$ cat src/hw/z80_dp_pkg.sv
`default_nettype none

package z80_dp_pkg;

  // --------------------
  // widths and sizes
  localparam int BYTE_W   = 8;
  localparam int WORD_W   = 16;
  // fourteen main bytes, six of them with an alternate
  localparam int NUM_REG8 = 14;
  localparam int NUM_ALT  = 6;

  typedef logic [BYTE_W-1:0] byte_t;
  typedef logic [WORD_W-1:0] word_t;

  // --------------------
  // register names
  // byte order matters since pair n lives at bytes 2n and 2n+1
  typedef enum logic [3:0] {
    R8_B, R8_C, R8_D, R8_E, R8_H, R8_L,
    R8_IXH, R8_IXL, R8_IYH, R8_IYL,
    R8_SPH, R8_SPL, R8_PCH, R8_PCL,
    R8_NONE = 4'd15
  } reg8_e;

  typedef enum logic [2:0] {
    P_BC, P_DE, P_HL, P_IX, P_IY, P_SP, P_PC,
    P_NONE
  } pair_e;

  // --------------------
  // opcodes and bus sources
  // every zero encoding is the idle choice
  typedef enum logic [2:0] {
    RF_NONE, RF_LD8, RF_LD16, RF_EXX, RF_EX_DE_HL
  } rf_op_e;

  typedef enum logic [2:0] {
    ALU_PASS, ALU_INC, ALU_DEC, ALU_ADD, ALU_ADD_SE
  } alu_op_e;

  // DSRC_EXT leaves the data bus undriven so it carries data_in
  typedef enum logic [2:0] {
    DSRC_EXT, DSRC_REG, DSRC_A, DSRC_TEMP, DSRC_ALU
  } dsrc_e;

  typedef enum logic [1:0] {
    ASRC_NONE, ASRC_PAIR, ASRC_MAR, ASRC_ALU
  } asrc_e;

  // one micro-op per clock from the sequencer
  typedef struct packed {
    rf_op_e  rf_op;
    reg8_e   ld8;
    pair_e   ld16;
    reg8_e   rd8;
    pair_e   rd16;
    dsrc_e   dsrc;
    asrc_e   asrc;
    alu_op_e alu_op;
    logic    ld_a;
    logic    ex_af;
    logic    ld_temp;
    logic    ld_marh;
    logic    ld_marl;
  } uop_t;

endpackage : z80_dp_pkg

`default_nettype wire

$ cat src/hw/z80_alu.sv
`timescale 1ns/100ps
`default_nettype none

module z80_alu (
  input  wire                z80_dp_pkg::alu_op_e op,
  input  wire                z80_dp_pkg::byte_t   a_val,
  input  wire                z80_dp_pkg::byte_t   data_in,
  input  wire                z80_dp_pkg::byte_t   temp_val,
  input  wire                z80_dp_pkg::word_t   rd16_val,
  output z80_dp_pkg::byte_t  alu8,
  output z80_dp_pkg::word_t  alu16
);

  // TEMP widened for the 16-bit unit
  z80_dp_pkg::word_t temp_ze;
  z80_dp_pkg::word_t temp_se;

  assign temp_ze = {{z80_dp_pkg::BYTE_W{1'b0}}, temp_val};
  assign temp_se = {{z80_dp_pkg::BYTE_W{temp_val[z80_dp_pkg::BYTE_W-1]}}, temp_val};

  // --------------------
  // both adders decode the same op
  // sums simply wrap, no carry out
  always_comb begin
    case (op)
      z80_dp_pkg::ALU_INC: begin
        alu8  = a_val + 8'd1;
        alu16 = rd16_val + 16'd1;
      end
      z80_dp_pkg::ALU_DEC: begin
        alu8  = a_val - 8'd1;
        alu16 = rd16_val - 16'd1;
      end
      z80_dp_pkg::ALU_ADD: begin
        alu8  = a_val + data_in;
        alu16 = rd16_val + temp_ze;
      end
      // relative offsets, the byte unit sees no difference
      z80_dp_pkg::ALU_ADD_SE: begin
        alu8  = a_val + data_in;
        alu16 = rd16_val + temp_se;
      end
      default: begin
        alu8  = a_val;
        alu16 = rd16_val;
      end
    endcase
  end

endmodule : z80_alu

`default_nettype wire

$ cat src/hw/z80_bus_arbiter.sv
`timescale 1ns/100ps
`default_nettype none

module z80_bus_arbiter (
  input  wire                z80_dp_pkg::uop_t  uop,
  input  wire                z80_dp_pkg::byte_t data_in,
  input  wire                z80_dp_pkg::byte_t rd8_val,
  input  wire                z80_dp_pkg::byte_t a_val,
  input  wire                z80_dp_pkg::byte_t temp_val,
  input  wire                z80_dp_pkg::byte_t alu8,
  input  wire                z80_dp_pkg::word_t rd16_val,
  input  wire                z80_dp_pkg::word_t mar_val,
  input  wire                z80_dp_pkg::word_t alu16,
  output z80_dp_pkg::byte_t  dbus,
  output z80_dp_pkg::byte_t  data_out,
  output z80_dp_pkg::word_t  abus,
  output z80_dp_pkg::word_t  addr_out,
  output logic               data_valid,
  output logic               addr_valid
);

  // --------------------
  // internal data bus
  // undriven bus falls back to the external input
  always_comb begin
    case (uop.dsrc)
      z80_dp_pkg::DSRC_REG:  dbus = rd8_val;
      z80_dp_pkg::DSRC_A:    dbus = a_val;
      z80_dp_pkg::DSRC_TEMP: dbus = temp_val;
      z80_dp_pkg::DSRC_ALU:  dbus = alu8;
      default:               dbus = data_in;
    endcase
  end

  // --------------------
  // internal address bus
  // idle bus reads as zero
  always_comb begin
    case (uop.asrc)
      z80_dp_pkg::ASRC_PAIR: abus = rd16_val;
      z80_dp_pkg::ASRC_MAR:  abus = mar_val;
      z80_dp_pkg::ASRC_ALU:  abus = alu16;
      default:               abus = '0;
    endcase
  end

  // external side sees a bus only while something internal drives it
  assign data_valid = (uop.dsrc != z80_dp_pkg::DSRC_EXT);
  assign addr_valid = (uop.asrc != z80_dp_pkg::ASRC_NONE);

  assign data_out = data_valid ? dbus : '0;
  assign addr_out = addr_valid ? abus : '0;

endmodule : z80_bus_arbiter

`default_nettype wire

$ cat src/hw/z80_datapath.sv
`timescale 1ns/100ps
`default_nettype none

module z80_datapath (
  input  wire                clk,
  input  wire                rst_n,
  input  wire                z80_dp_pkg::uop_t  uop,
  input  wire                z80_dp_pkg::byte_t data_in,
  output z80_dp_pkg::byte_t  data_out,
  output logic               data_valid,
  output z80_dp_pkg::word_t  addr_out,
  output logic               addr_valid
);

  // --------------------
  // internal buses and block outputs
  z80_dp_pkg::byte_t dbus;
  z80_dp_pkg::word_t abus;
  z80_dp_pkg::byte_t rd8_val;
  z80_dp_pkg::word_t rd16_val;
  z80_dp_pkg::byte_t a_val;
  z80_dp_pkg::byte_t temp_val;
  z80_dp_pkg::word_t mar_val;
  z80_dp_pkg::byte_t alu8;
  z80_dp_pkg::word_t alu16;

  z80_regfile u_regfile (
    .clk(clk), .rst_n(rst_n), .uop(uop), .dbus(dbus), .abus(abus),
    .rd8_val(rd8_val), .rd16_val(rd16_val)
  );

  z80_special_regs u_special_regs (
    .clk(clk), .rst_n(rst_n), .uop(uop), .dbus(dbus), .abus(abus),
    .a_val(a_val), .temp_val(temp_val), .mar_val(mar_val)
  );

  // 8-bit side works on A and the pins, 16-bit side on a pair and TEMP
  z80_alu u_alu (
    .op(uop.alu_op), .a_val(a_val), .data_in(data_in), .temp_val(temp_val),
    .rd16_val(rd16_val), .alu8(alu8), .alu16(alu16)
  );

  z80_bus_arbiter u_bus_arbiter (
    .uop(uop), .data_in(data_in), .rd8_val(rd8_val), .a_val(a_val),
    .temp_val(temp_val), .alu8(alu8), .rd16_val(rd16_val),
    .mar_val(mar_val), .alu16(alu16),
    .dbus(dbus), .data_out(data_out), .abus(abus), .addr_out(addr_out),
    .data_valid(data_valid), .addr_valid(addr_valid)
  );

endmodule : z80_datapath

`default_nettype wire

$ cat src/hw/z80_regfile.sv
`timescale 1ns/100ps
`default_nettype none

module z80_regfile (
  input  wire                z80_dp_pkg::uop_t  uop,
  input  wire                clk,
  input  wire                rst_n,
  input  wire                z80_dp_pkg::byte_t dbus,
  input  wire                z80_dp_pkg::word_t abus,
  output z80_dp_pkg::byte_t  rd8_val,
  output z80_dp_pkg::word_t  rd16_val
);

  // --------------------
  // storage
  // main bytes in reg8_e order
  z80_dp_pkg::byte_t rf     [z80_dp_pkg::NUM_REG8];
  // alternates exist for B C D E H L only
  // so index i here shadows rf[i]
  z80_dp_pkg::byte_t rf_alt [z80_dp_pkg::NUM_ALT];

  // byte indices of the read and load pairs
  logic [3:0] rd_hi;
  logic [3:0] rd_lo;
  logic [3:0] ld_hi;
  logic [3:0] ld_lo;

  // pair n is high byte 2n and low byte 2n+1
  assign rd_hi = {uop.rd16, 1'b0};
  assign rd_lo = {uop.rd16, 1'b1};
  assign ld_hi = {uop.ld16, 1'b0};
  assign ld_lo = {uop.ld16, 1'b1};

  // --------------------
  // read ports
  // both are combinational, no select gives zero
  always_comb begin
    if (uop.rd8 == z80_dp_pkg::R8_NONE) begin
      rd8_val = '0;
    end else begin
      rd8_val = rf[uop.rd8];
    end
  end

  always_comb begin
    if (uop.rd16 == z80_dp_pkg::P_NONE) begin
      rd16_val = '0;
    end else begin
      rd16_val = {rf[rd_hi], rf[rd_lo]};
    end
  end

  // --------------------
  // write port
  // only one action per micro-op, chosen by rf_op
  always_ff @(posedge clk or negedge rst_n) begin
    if (!rst_n) begin
      for (int i = 0; i < z80_dp_pkg::NUM_REG8; i++) begin
        rf[i] <= '0;
      end
      for (int j = 0; j < z80_dp_pkg::NUM_ALT; j++) begin
        rf_alt[j] <= '0;
      end
    end else begin
      case (uop.rf_op)

        // single byte from the data bus
        z80_dp_pkg::RF_LD8: begin
          if (uop.ld8 != z80_dp_pkg::R8_NONE) begin
            rf[uop.ld8] <= dbus;
          end
        end

        // whole pair from the address bus
        z80_dp_pkg::RF_LD16: begin
          if (uop.ld16 != z80_dp_pkg::P_NONE) begin
            rf[ld_hi] <= abus[z80_dp_pkg::WORD_W-1:z80_dp_pkg::BYTE_W];
            rf[ld_lo] <= abus[z80_dp_pkg::BYTE_W-1:0];
          end
        end

        // exx trades BC DE HL with the alternate set
        // IX IY SP PC are left alone
        z80_dp_pkg::RF_EXX: begin
          for (int k = 0; k < z80_dp_pkg::NUM_ALT; k++) begin
            rf[k]     <= rf_alt[k];
            rf_alt[k] <= rf[k];
          end
        end

        // ex de,hl on the main set only
        z80_dp_pkg::RF_EX_DE_HL: begin
          rf[z80_dp_pkg::R8_D] <= rf[z80_dp_pkg::R8_H];
          rf[z80_dp_pkg::R8_E] <= rf[z80_dp_pkg::R8_L];
          rf[z80_dp_pkg::R8_H] <= rf[z80_dp_pkg::R8_D];
          rf[z80_dp_pkg::R8_L] <= rf[z80_dp_pkg::R8_E];
        end

        // RF_NONE and unused codes hold everything
        default: begin
        end

      endcase
    end
  end

endmodule : z80_regfile

`default_nettype wire

$ cat src/hw/z80_special_regs.sv
`timescale 1ns/100ps
`default_nettype none

module z80_special_regs (
  input  wire                clk,
  input  wire                rst_n,
  input  wire                z80_dp_pkg::uop_t  uop,
  input  wire                z80_dp_pkg::byte_t dbus,
  input  wire                z80_dp_pkg::word_t abus,
  output z80_dp_pkg::byte_t  a_val,
  output z80_dp_pkg::byte_t  temp_val,
  output z80_dp_pkg::word_t  mar_val
);

  z80_dp_pkg::byte_t a_q;
  z80_dp_pkg::byte_t a_alt_q;
  z80_dp_pkg::byte_t temp_q;
  z80_dp_pkg::word_t mar_q;

  // --------------------
  // accumulator pair
  // ex af takes priority over a plain load
  always_ff @(posedge clk or negedge rst_n) begin
    if (!rst_n) begin
      a_q     <= '0;
      a_alt_q <= '0;
    end else if (uop.ex_af) begin
      a_q     <= a_alt_q;
      a_alt_q <= a_q;
    end else if (uop.ld_a) begin
      a_q <= dbus;
    end
  end

  // holding byte for displacements and immediates
  always_ff @(posedge clk or negedge rst_n) begin
    if (!rst_n) begin
      temp_q <= '0;
    end else if (uop.ld_temp) begin
      temp_q <= dbus;
    end
  end

  // --------------------
  // MAR
  // each half loads from its own half of the address bus
  always_ff @(posedge clk or negedge rst_n) begin
    if (!rst_n) begin
      mar_q <= '0;
    end else begin
      if (uop.ld_marh) begin
        mar_q[z80_dp_pkg::WORD_W-1:z80_dp_pkg::BYTE_W] <=
          abus[z80_dp_pkg::WORD_W-1:z80_dp_pkg::BYTE_W];
      end
      if (uop.ld_marl) begin
        mar_q[z80_dp_pkg::BYTE_W-1:0] <= abus[z80_dp_pkg::BYTE_W-1:0];
      end
    end
  end

  assign a_val    = a_q;
  assign temp_val = temp_q;
  assign mar_val  = mar_q;

endmodule : z80_special_regs

`default_nettype wire

$ cat config.mk
export PLATFORM = sky130hd
export DESIGN_NAME = z80_datapath
export DESIGN_NICKNAME = d
export VERILOG_FILES = /design/src/hw/z80_dp_pkg.sv /design/src/hw/z80_alu.sv /design/src/hw/z80_bus_arbiter.sv /design/src/hw/z80_datapath.sv /design/src/hw/z80_regfile.sv /design/src/hw/z80_special_regs.sv
export SDC_FILE = /design/constraint.sdc
export NUM_CORES = 1
export LEC_CHECK = 0
export BUFFER_PORTS_ARGS = -buffer_cell sky130_fd_sc_hd__clkbuf_2
export CAP_MARGIN = 10
export CORE_MARGIN = 2
export CORE_UTILIZATION = 55
export CTS_BUF_LIST = sky130_fd_sc_hd__clkbuf_8 sky130_fd_sc_hd__clkbuf_16
export DETAILED_ROUTE_END_ITERATION = 6
export PLACE_DENSITY = 0.73
export SYNTH_ARGS = -nofsm -noshare
export SYNTH_HDL_FRONTEND = slang
export SYNTH_HIERARCHICAL = 1
export SYNTH_SLANG_ARGS = --single-unit
$ cat constraint.sdc
create_clock -name clk -period 4.3 [get_ports clk]
set_input_delay 0.215 -clock clk [delete_from_list [all_inputs] [get_ports clk]]
set_output_delay 0.215 -clock clk [all_outputs]
set_load 0.005 [all_outputs]
==> impl_summary.txt, run 1 <==
----------------------------------------------------
[Drt]
  Routed WL ... 48900 um
  Via count ... 13000
  Via density per instance ... 6.97
  Iteration count of the initial detailed-routing pass ... 7
  Average wire per standard cell ... 26.1 um
  Detail Route Antenna Nets ... 0
  DRC violations left ... 8
  Number of violations reported at the end of detailed-routing iteration 0 ... 1861

[Final layout]
  Leading cell type in the layout, fill and taps excluded ... nand2_1
  Top library cells by usage in the layout, fill and taps aside ... nand2_1, dfrtp_1, mux2_2
  Fraction of final layout cells with drive strength greater than 1 ... 28.2%
  Layout net count ... 1592
  Area growth, synth to finish ... 12.0%
  Antenna Cells ... 0
  Final non-filler cell area ... 15800 sq um

[Global routing]
  Number of antenna violations at the first check in global routing ... 0
  Number of global-route vias before repair ... 12100
  Met3 layer usage reported by global route ... 9.79%
  GR Overflow Total ... 0
  Tot GR Track Use ... 36.7%
  Pin count of the biggest net entering global routing ... 124
  Met1 usage in global routing ... 48.4%
  Wire length of the first global-routing pass ... 73800 um
  Layer with the highest usage ... met2
  Met2 global-route usage ... 53.8%

[STA]
  Final-report max-slew violation count ... 0
  Period minus WS final ... 4.18 ns
  Achievable frequency ... 0.239 GHz
  Headroom to the max-slew limit ... 23.4%
  RSZ-0062 raised after global routing ... false
  Slew at the pin closest to its max-slew limit ... 1.14 ns
  Final clock period utilization by the worst path ... 97.1%
  Clock skew ... 0.0153 ns
  Final setup violating endpoints ... 0
  Final hold violation count ... 0

[Clock tree]
  Clock slew at reported path FFs ... 0.08 ns
  Maximum root-to-sink buffer count ... 2
  Post CTS Setup Buffer Count ... 0
  Num Clock Sinks ... 200
  Worst-skew pair later-pin latency ... 0.44 ns
  CTS tree ... yes
  Root cell of the clock tree ... clkbuf_16
  H-tree level count ... 4
  Inserted Clock Buffers ... 17

[Floorplan]
  Area of the core ... 25300 sq um
  Starting Density ... 56.0%
  Ports placed on the boundary ... 66
  Site row count ... 58
  Full die area ... 27000 sq um
  Width of the die ... 164 um
  Die extent in y ... 164 um

[Worst setup path]
  Largest fanout on the critical path ... 4
  Sort of element at the start of the critical path ... flip-flop
  Largest stage delay on the critical path ... 0.51 ns
  Critical path buffers and inverters ... 2
  Endpoint kind of the worst setup timing path ... output port
  Type of the setup path with the least slack ... flip-flop to output port
  CP Data Required Time ... 4.09 ns
  Chain of cells forming the critical path ... mux4_2 > mux2_2 > ha_1 > buf_4 > a211oi_2 > nor2_1 > a221o_1 > o21ai_4 > nor2_2 > o221ai_2 > xor2_1 > mux2_2 > a22o_1 > clkbuf_2
  Crit path max-delay cell type ... mux4_2
  Dominant cell type by count on the critical path ... mux2_2
  Arrival time of data at the critical path endpoint ... 3.96 ns
  Top cell family by delay on the critical path ... compound AO/OA/AOI/OAI gates
  Crit path launch ... u_regfile/rf[96]
  FF-to-FF Start ... u_regfile/rf[96]

[Yosys]
  Share of synthesized area occupied by flip-flops and latches ... 35.4%
  Number of flip-flops and latches in the synthesized netlist ... 200
  Fraction of synthesis flops using an asynchronous set or reset pin ... 100%
  Synthesized net count ... 1503
  Synth warnings ... 6
  Syn Area/Cell ... 9.83 sq um
  Most used flip-flop cell after synthesis ... dfrtp_1
  Count of distinct cell types in the synthesized netlist ... 82
  Netlist area before placement ... 14100 sq um
  Number of enable-type register cells in the synthesized netlist ... 0
  Number of instances in the synthesized netlist ... 1439

[Outcome]
  Violated checks ... DRC
  Status ... finished, violations left

[Pwr]
  LEAKAGE ... 0.00714 uW
  Worst voltage drop across the vdd grid ... 0.222 mV
  Total Power Consumption ... 5000 uW
  Total power divided by cell area ... 316 nW/um^2

[Run]
  Maximum Capacitance Violations ... 0

[Place]
  I/O Buffers ... 65
  Routability congestion estimate from global placement ... 1.07
  Placed inst area ... 15200 sq um
  HPWL Detailed ... 35700 um

[Min path]
  Path type of the worst min-delay path ... primary input to flip-flop
  Worst hold path startpoint ... uop[0]

----------------------------------------------------
## synthesized netlist by cell type (5+ instances only)
master	count	area (sq um)
a211oi_1	10	75.1
a21o_1	9	67.6
a21oi_1	57	285
a221o_1	33	330
a221oi_1	6	52.6
a222oi_1	14	140
a22o_1	96	841
a22oi_1	19	143
and2_1	9	56.3
buf_1	6	22.5
buf_2	48	240
buf_6	5	56.3
clkbuf_1	43	161
dfrtp_1	200	5000
ha_1	22	275
inv_1	17	63.8
mux2_2	130	1460
mux2i_1	31	310
mux4_2	40	901
nand2_1	263	987
nand2b_1	9	56.3
nand3_1	8	40.0
nand3b_1	6	45.0
nand4b_1	6	52.6
nor2_1	34	128
nor2b_1	23	144
nor3_1	6	30.0
o211ai_1	9	67.6
o21a_1	5	37.5
o21ai_0	61	305
o21ai_1	9	45.0
o22ai_1	78	488
o2bb2ai_1	16	140
or2_2	5	31.3
or3_1	10	62.6
xnor2_1	6	52.6
xor2_1	12	105
## area by class of cell
cell class / count / area (sq um)
timing repair buffer: 177 / 1200
clock inverter: 13 / 140
fill: 2119 / 9410
clock buffer: 18 / 439
sequential: 200 / 5000
tap: 330 / 413
multi-input combinational: 1113 / 8570
inverter: 19 / 71.3
## per-layer routing
layer	share of wire (%)	routed length, um
met5	0	0
met2	43	21000
met4	7.1	3470
met3	11	5520
met1	39	18900
## state kept, by name, summed over array words and instances, names as in the netlist
name,cells
u_special_regs/mar_val,16
u_regfile/rf,112
u_special_regs/temp_val,8
u_special_regs/a_val,8
u_special_regs/a_alt_q,8
u_regfile/rf_alt,48
## worst register-to-register path, cell delays in order, from the launching register on
cell,delay [ns]
dfrtp_1,0.48
mux4_2,0.51
mux2_2,0.30
ha_1,0.22
buf_4,0.15
a211oi_2,0.19
nor2_1,0.10
a221o_1,0.44
o21ai_4,0.22
nor2_2,0.06
o221ai_2,0.17
xor2_1,0.08
mux2_2,0.30
a22o_2,0.31
nand2_1,0.16
o22ai_1,0.09
mux2_2,0.30
## worst paths after layout
check                                            end  slack [ns]  cells after the start
min in group asynchronous           u_regfile/rf[24]        0.46                      2
setup / recovery                        addr_out[15]        0.12                     14
hold reg to reg                 u_regfile/rf_alt[40]        0.48                      2
setup reg to reg                    u_regfile/rf[47]        0.13                     16
hold / removal             u_special_regs/mar_val[4]        0.18                      2
max in group asynchronous       u_regfile/rf_alt[14]        2.80                      3
## power breakdown
part | internal (uW) | switching, uW | total (uW)
logic | 499 | 730 | 1230
registers | 2020 | 163 | 2180
clock network | 785 | 805 | 1590
total | 3300 | 1700 | 5000
## cells by family after synthesis
group	synth area share (%)
flops	35.4
simple gates	13.6
fa+ha+maj	2.23
compound gates	23.8
xor+xnor	1.23
mux	19.4
buf+inv	4.27
## repair_timing
action | 4_1_cts | 5_1_grt
setup endpoints to repair | 0 | 38
endpoints found under the hold margin | 51 | 0
hold buffers | 1 | 0
gates resized for setup | 0 | 11
## stage by stage
stage	setup TNS [ns]	hold WS, ns	worst slack [ns]	cells	utilization (%)
after floorplan	0	-0.0806	0.0294	1439	-
after CTS	0	0.172	0.00345	1870	62.6
after global placement	0	0.441	0.0121	1838	60.3
after global routing	0	0.183	0.00535	1870	62.7
after detailed placement	-0.429	0.429	-0.0814	1838	60.3
final	0	0.176	0.123	1870	62.7
(Power assumes the default switching activity.)
==> run 2, diff against run 1 <==
--- a/config.mk
+++ b/config.mk
@@ -5,13 +5,14 @@
 export SDC_FILE = /design/constraint.sdc
 export NUM_CORES = 1
 export LEC_CHECK = 0
+export ABC_AREA = 1
 export BUFFER_PORTS_ARGS = -buffer_cell sky130_fd_sc_hd__clkbuf_2
 export CAP_MARGIN = 10
 export CORE_MARGIN = 2
 export CORE_UTILIZATION = 55
 export CTS_BUF_LIST = sky130_fd_sc_hd__clkbuf_8 sky130_fd_sc_hd__clkbuf_16
 export DETAILED_ROUTE_END_ITERATION = 6
-export PLACE_DENSITY = 0.73
+export PLACE_DENSITY = 0.72
 export SYNTH_ARGS = -nofsm -noshare
 export SYNTH_HDL_FRONTEND = slang
 export SYNTH_HIERARCHICAL = 1
==> run 2 against run 1 <==
  * The flow now finishes without violations
  * First-iteration DRC count up 45%
  * Count of clock-buffer cells in the layout down 1
  * Setup slack better by 0.19 ns
  * Maximum frequency up 4.9%
  * Sequential share of layout area down 2.1 points
  * Clock skew up 0.0038 ns
  * Clock power up 4%
  * Sequential cell count unchanged
  * Wire length up 27%
  * Sequential power about the same
  * Core utilization down 2.2 points
  * Largest power group unchanged
==> impl_summary.txt, run 2 <==
----------------------------------------------------
[Place]
  I/O Buffers ... 65
  Routability congestion estimate from global placement ... 1.12
  Place WS ... 0.307 ns
  HPWL Detailed ... 45100 um

[Yosys]
  Synth warnings ... 6
  Share of synthesized area occupied by flip-flops and latches ... 31.8%
  Share of the synthesized area in the top cell type ... 31.8%
  Combinational family with the most area after synthesis ... simple AND/OR/NAND/NOR gates
  Most used flip-flop cell after synthesis ... dfrtp_1
  Share of synthesized cell area in and, or, nand and nor gates ... 44.8%
  Share of the synthesized netlist area taken by xor and xnor gates ... 0.278%
  Netlist area before placement ... 15800 sq um
  Biggest area contributors in the synthesized netlist ... dfrtp_1, nand2_1, nand3_1
  Compound-cell area share of the yosys netlist ... 9.95%
  Synthesized net count ... 2692
  Syn Area/Cell ... 5.99 sq um
  Fraction of the mapped netlist area in adder cells ... 2.00%
  Number of instances in the synthesized netlist ... 2628
  Most common cell in the netlist ... nand2_1
  Number of flip-flops and latches in the synthesized netlist ... 200
  Count of distinct cell types in the synthesized netlist ... 37
  Fraction of synthesis flops using an asynchronous set or reset pin ... 100%
  Top cell type by total area after synthesis ... dfrtp_1
  Number of enable-type register cells in the synthesized netlist ... 0
  Multiplexer share of the synthesized area ... 0%
  Most instantiated cells after synthesis ... nand2_1, nand3_1, inv_1

[Run]
  Maximum Capacitance Violations ... 0

[Worst setup path]
  Largest fanout on the critical path ... 5
  Type of the setup path with the least slack ... flip-flop to flip-flop
  Sort of element at the start of the critical path ... flip-flop
  Worst reg2reg path endpoint ... u_regfile/rf[31]
  FF-to-FF Start ... u_regfile/rf[27]
  Slack of the worst reg-to-reg path ... 0.32 ns
  Endpoint kind of the worst setup timing path ... flip-flop
  CP Data Required Time ... 4.71 ns
  Arrival time of data at the critical path endpoint ... 4.39 ns
  Worst Reg2Reg Path Length in Cells ... 20

[Drt]
  DRC violations left ... 0
  Via density per instance ... 5.99
  Iteration count of the initial detailed-routing pass ... 6
  Via count ... 18100
  Detail Route Antenna Nets ... 0
  Number of violations reported at the end of detailed-routing iteration 0 ... 2701
  Routed WL ... 62200 um
  Average wire per standard cell ... 20.5 um

[Global routing]
  Number of global-route vias before repair ... 16000
  Tot GR Track Use ... 41.1%
  GR Overflow Total ... 0
  Pin count of the biggest net entering global routing ... 103
  Number of antenna violations at the first check in global routing ... 1
  Wire length of the first global-routing pass ... 95100 um

[Clock tree]
  Root cell of the clock tree ... clkbuf_16
  Clock slew at reported path FFs ... 0.08 ns
  Hold-fix buffer count after cts ... 1
  Number of resized instances in the post-cts repair step ... 0
  Post CTS Setup Buffer Count ... 0
  Inserted Clock Buffers ... 17
  H-tree level count ... 4
  Worst-skew pair later-pin latency ... 0.48 ns
  Num Clock Sinks ... 200
  Maximum root-to-sink buffer count ... 2
  CTS tree ... yes

[STA]
  Final clock period utilization by the worst path ... 92.6%
  Slew at the pin closest to its max-slew limit ... 1.04 ns
  Clock skew ... 0.0191 ns
  Final setup violating endpoints ... 0
  Achievable frequency ... 0.251 GHz
  Setup slack of the critical path after layout ... 0.317 ns
  RSZ-0062 raised after global routing ... false
  Final-report max-slew violation count ... 0
  Headroom to the max-slew limit ... 30.4%
  Period minus WS final ... 3.98 ns
  Final hold violation count ... 0
  Total Neg Setup Slack ... 0 ns

[Final layout]
  Combined area of the multi-input logic cells ... 9010 sq um
  Flip-flop count of the largest register after layout ... 112
  Layout net count ... 2701
  Sequential cell area in the final layout ... 5000 sq um
  Layout fillers ... 2839
  Area growth, synth to finish ... 7.63%
  Fraction of final layout cells with drive strength greater than 1 ... 7.81%
  Register with the highest flop count ... u_regfile/rf
  Antenna Cells ... 0
  Leading cell type in the layout, fill and taps excluded ... nand2_1
  Final core utilization ... 60.5%
  Top library cells by usage in the layout, fill and taps aside ... nand2_1, nand3_1, inv_1

[Min path]
  Endpoint of the worst hold-timing path ... u_special_regs/a_val[7]
  WHS Path Cells ... 4
  Worst hold path startpoint ... uop[4]
  Path type of the worst min-delay path ... primary input to flip-flop

[Floorplan]
  Width of the die ... 173 um
  Area of the core ... 28000 sq um
  Site row count ... 61
  Starting Density ... 56.2%
  Full die area ... 30000 sq um
  Ports placed on the boundary ... 66
  Die extent in y ... 173 um

[Pwr]
  Total power divided by cell area ... 308 nW/um^2
  Worst voltage drop across the vdd grid ... 0.273 mV
  LEAKAGE ... 0.00928 uW

[Outcome]
  Status ... finished clean

----------------------------------------------------
-- run 2: worst max path at each step --
stage | from | cells after the start | slack [ns] | to
2_1_floorplan | uop[14] | 24 | 1.09 | u_regfile/rf[104]
3_3_place_gp | uop[13] | 23 | 0.31 | u_regfile/rf[63]
3_5_place_dp | uop[13] | 23 | 0.31 | u_regfile/rf[47]
4_1_cts | u_regfile/rf[27] | 20 | 0.56 | u_regfile/rf[31]
5_1_grt | u_regfile/rf[27] | 22 | 0.16 | u_regfile/rf[13]
6_report | u_regfile/rf[27] | 20 | 0.32 | u_regfile/rf[31]
-- run 2: cell type report --
| cell class | count | area share (%) |
|---|---|---|
| multi-input cells | 1997 | 53.2 |
| flip-flops and latches | 200 | 29.5 |
| inverters | 310 | 6.88 |
| repair buffers | 111 | 4.24 |
| well taps | 378 | 2.79 |
| clock buffers | 17 | 2.51 |
| clock inverters | 15 | 0.908 |
-- run 2: metal layers --
metal | global-route usage, % | part of all wire (%) | vias to the layer above
li1 | - | - | 8373
met1 | 57.7 | 41 | 8389
met2 | 60.1 | 42 | 1153
met3 | 8.42 | 11 | 219
met4 | 21.3 | 6.2 | 2
met5 | 0 | 0.026 | -
-- run 2: cell families after synthesis --
kind of cell | Yosys count
flops | 200
buf+inv | 431
simple gates | 1683
compound gates | 285
fa+ha+maj | 24
xor+xnor | 5
-- run 2: metrics by stage --
step | total power, uW | cells | cell area, sq um | hold WS [ns]
after floorplan | 3010 | 2628 | 15800 | -0.0806
after global placement | 3520 | 2995 | 16400 | 0.332
after detailed placement | 3540 | 2995 | 16400 | 0.334
after CTS | 5190 | 3028 | 17000 | 0.0607
after global routing | 5450 | 3028 | 17000 | 0.0908
final | 5220 | 3028 | 17000 | 0.0797
-- run 2: power breakdown --
| part | internal (uW) | switching, uW | total, uW |
|---|---|---|---|
| clock network | 824 | 831 | 1660 |
| registers | 2030 | 142 | 2170 |
| logic | 390 | 1000 | 1390 |
-- run 2: worst max-delay path: stages, from the launching register on --
cell,delay [ns]
dfrtp_1,0.39
o21ai_0,0.71
o21ai_0,0.21
nand2_1,0.12
nand2_1,0.16
ha_1,0.41
nand2_1,0.17
nor2_1,0.07
a21oi_1,0.19
nand2_1,0.07
nand2_1,0.06
nand3_1,0.06
nand2_1,0.08
nand3_1,0.10
nand3_1,0.14
inv_1,0.13
nor2_1,0.48
nand2_1,0.10
nand2_1,0.10
nand3_1,0.07
nand2_1,0.09
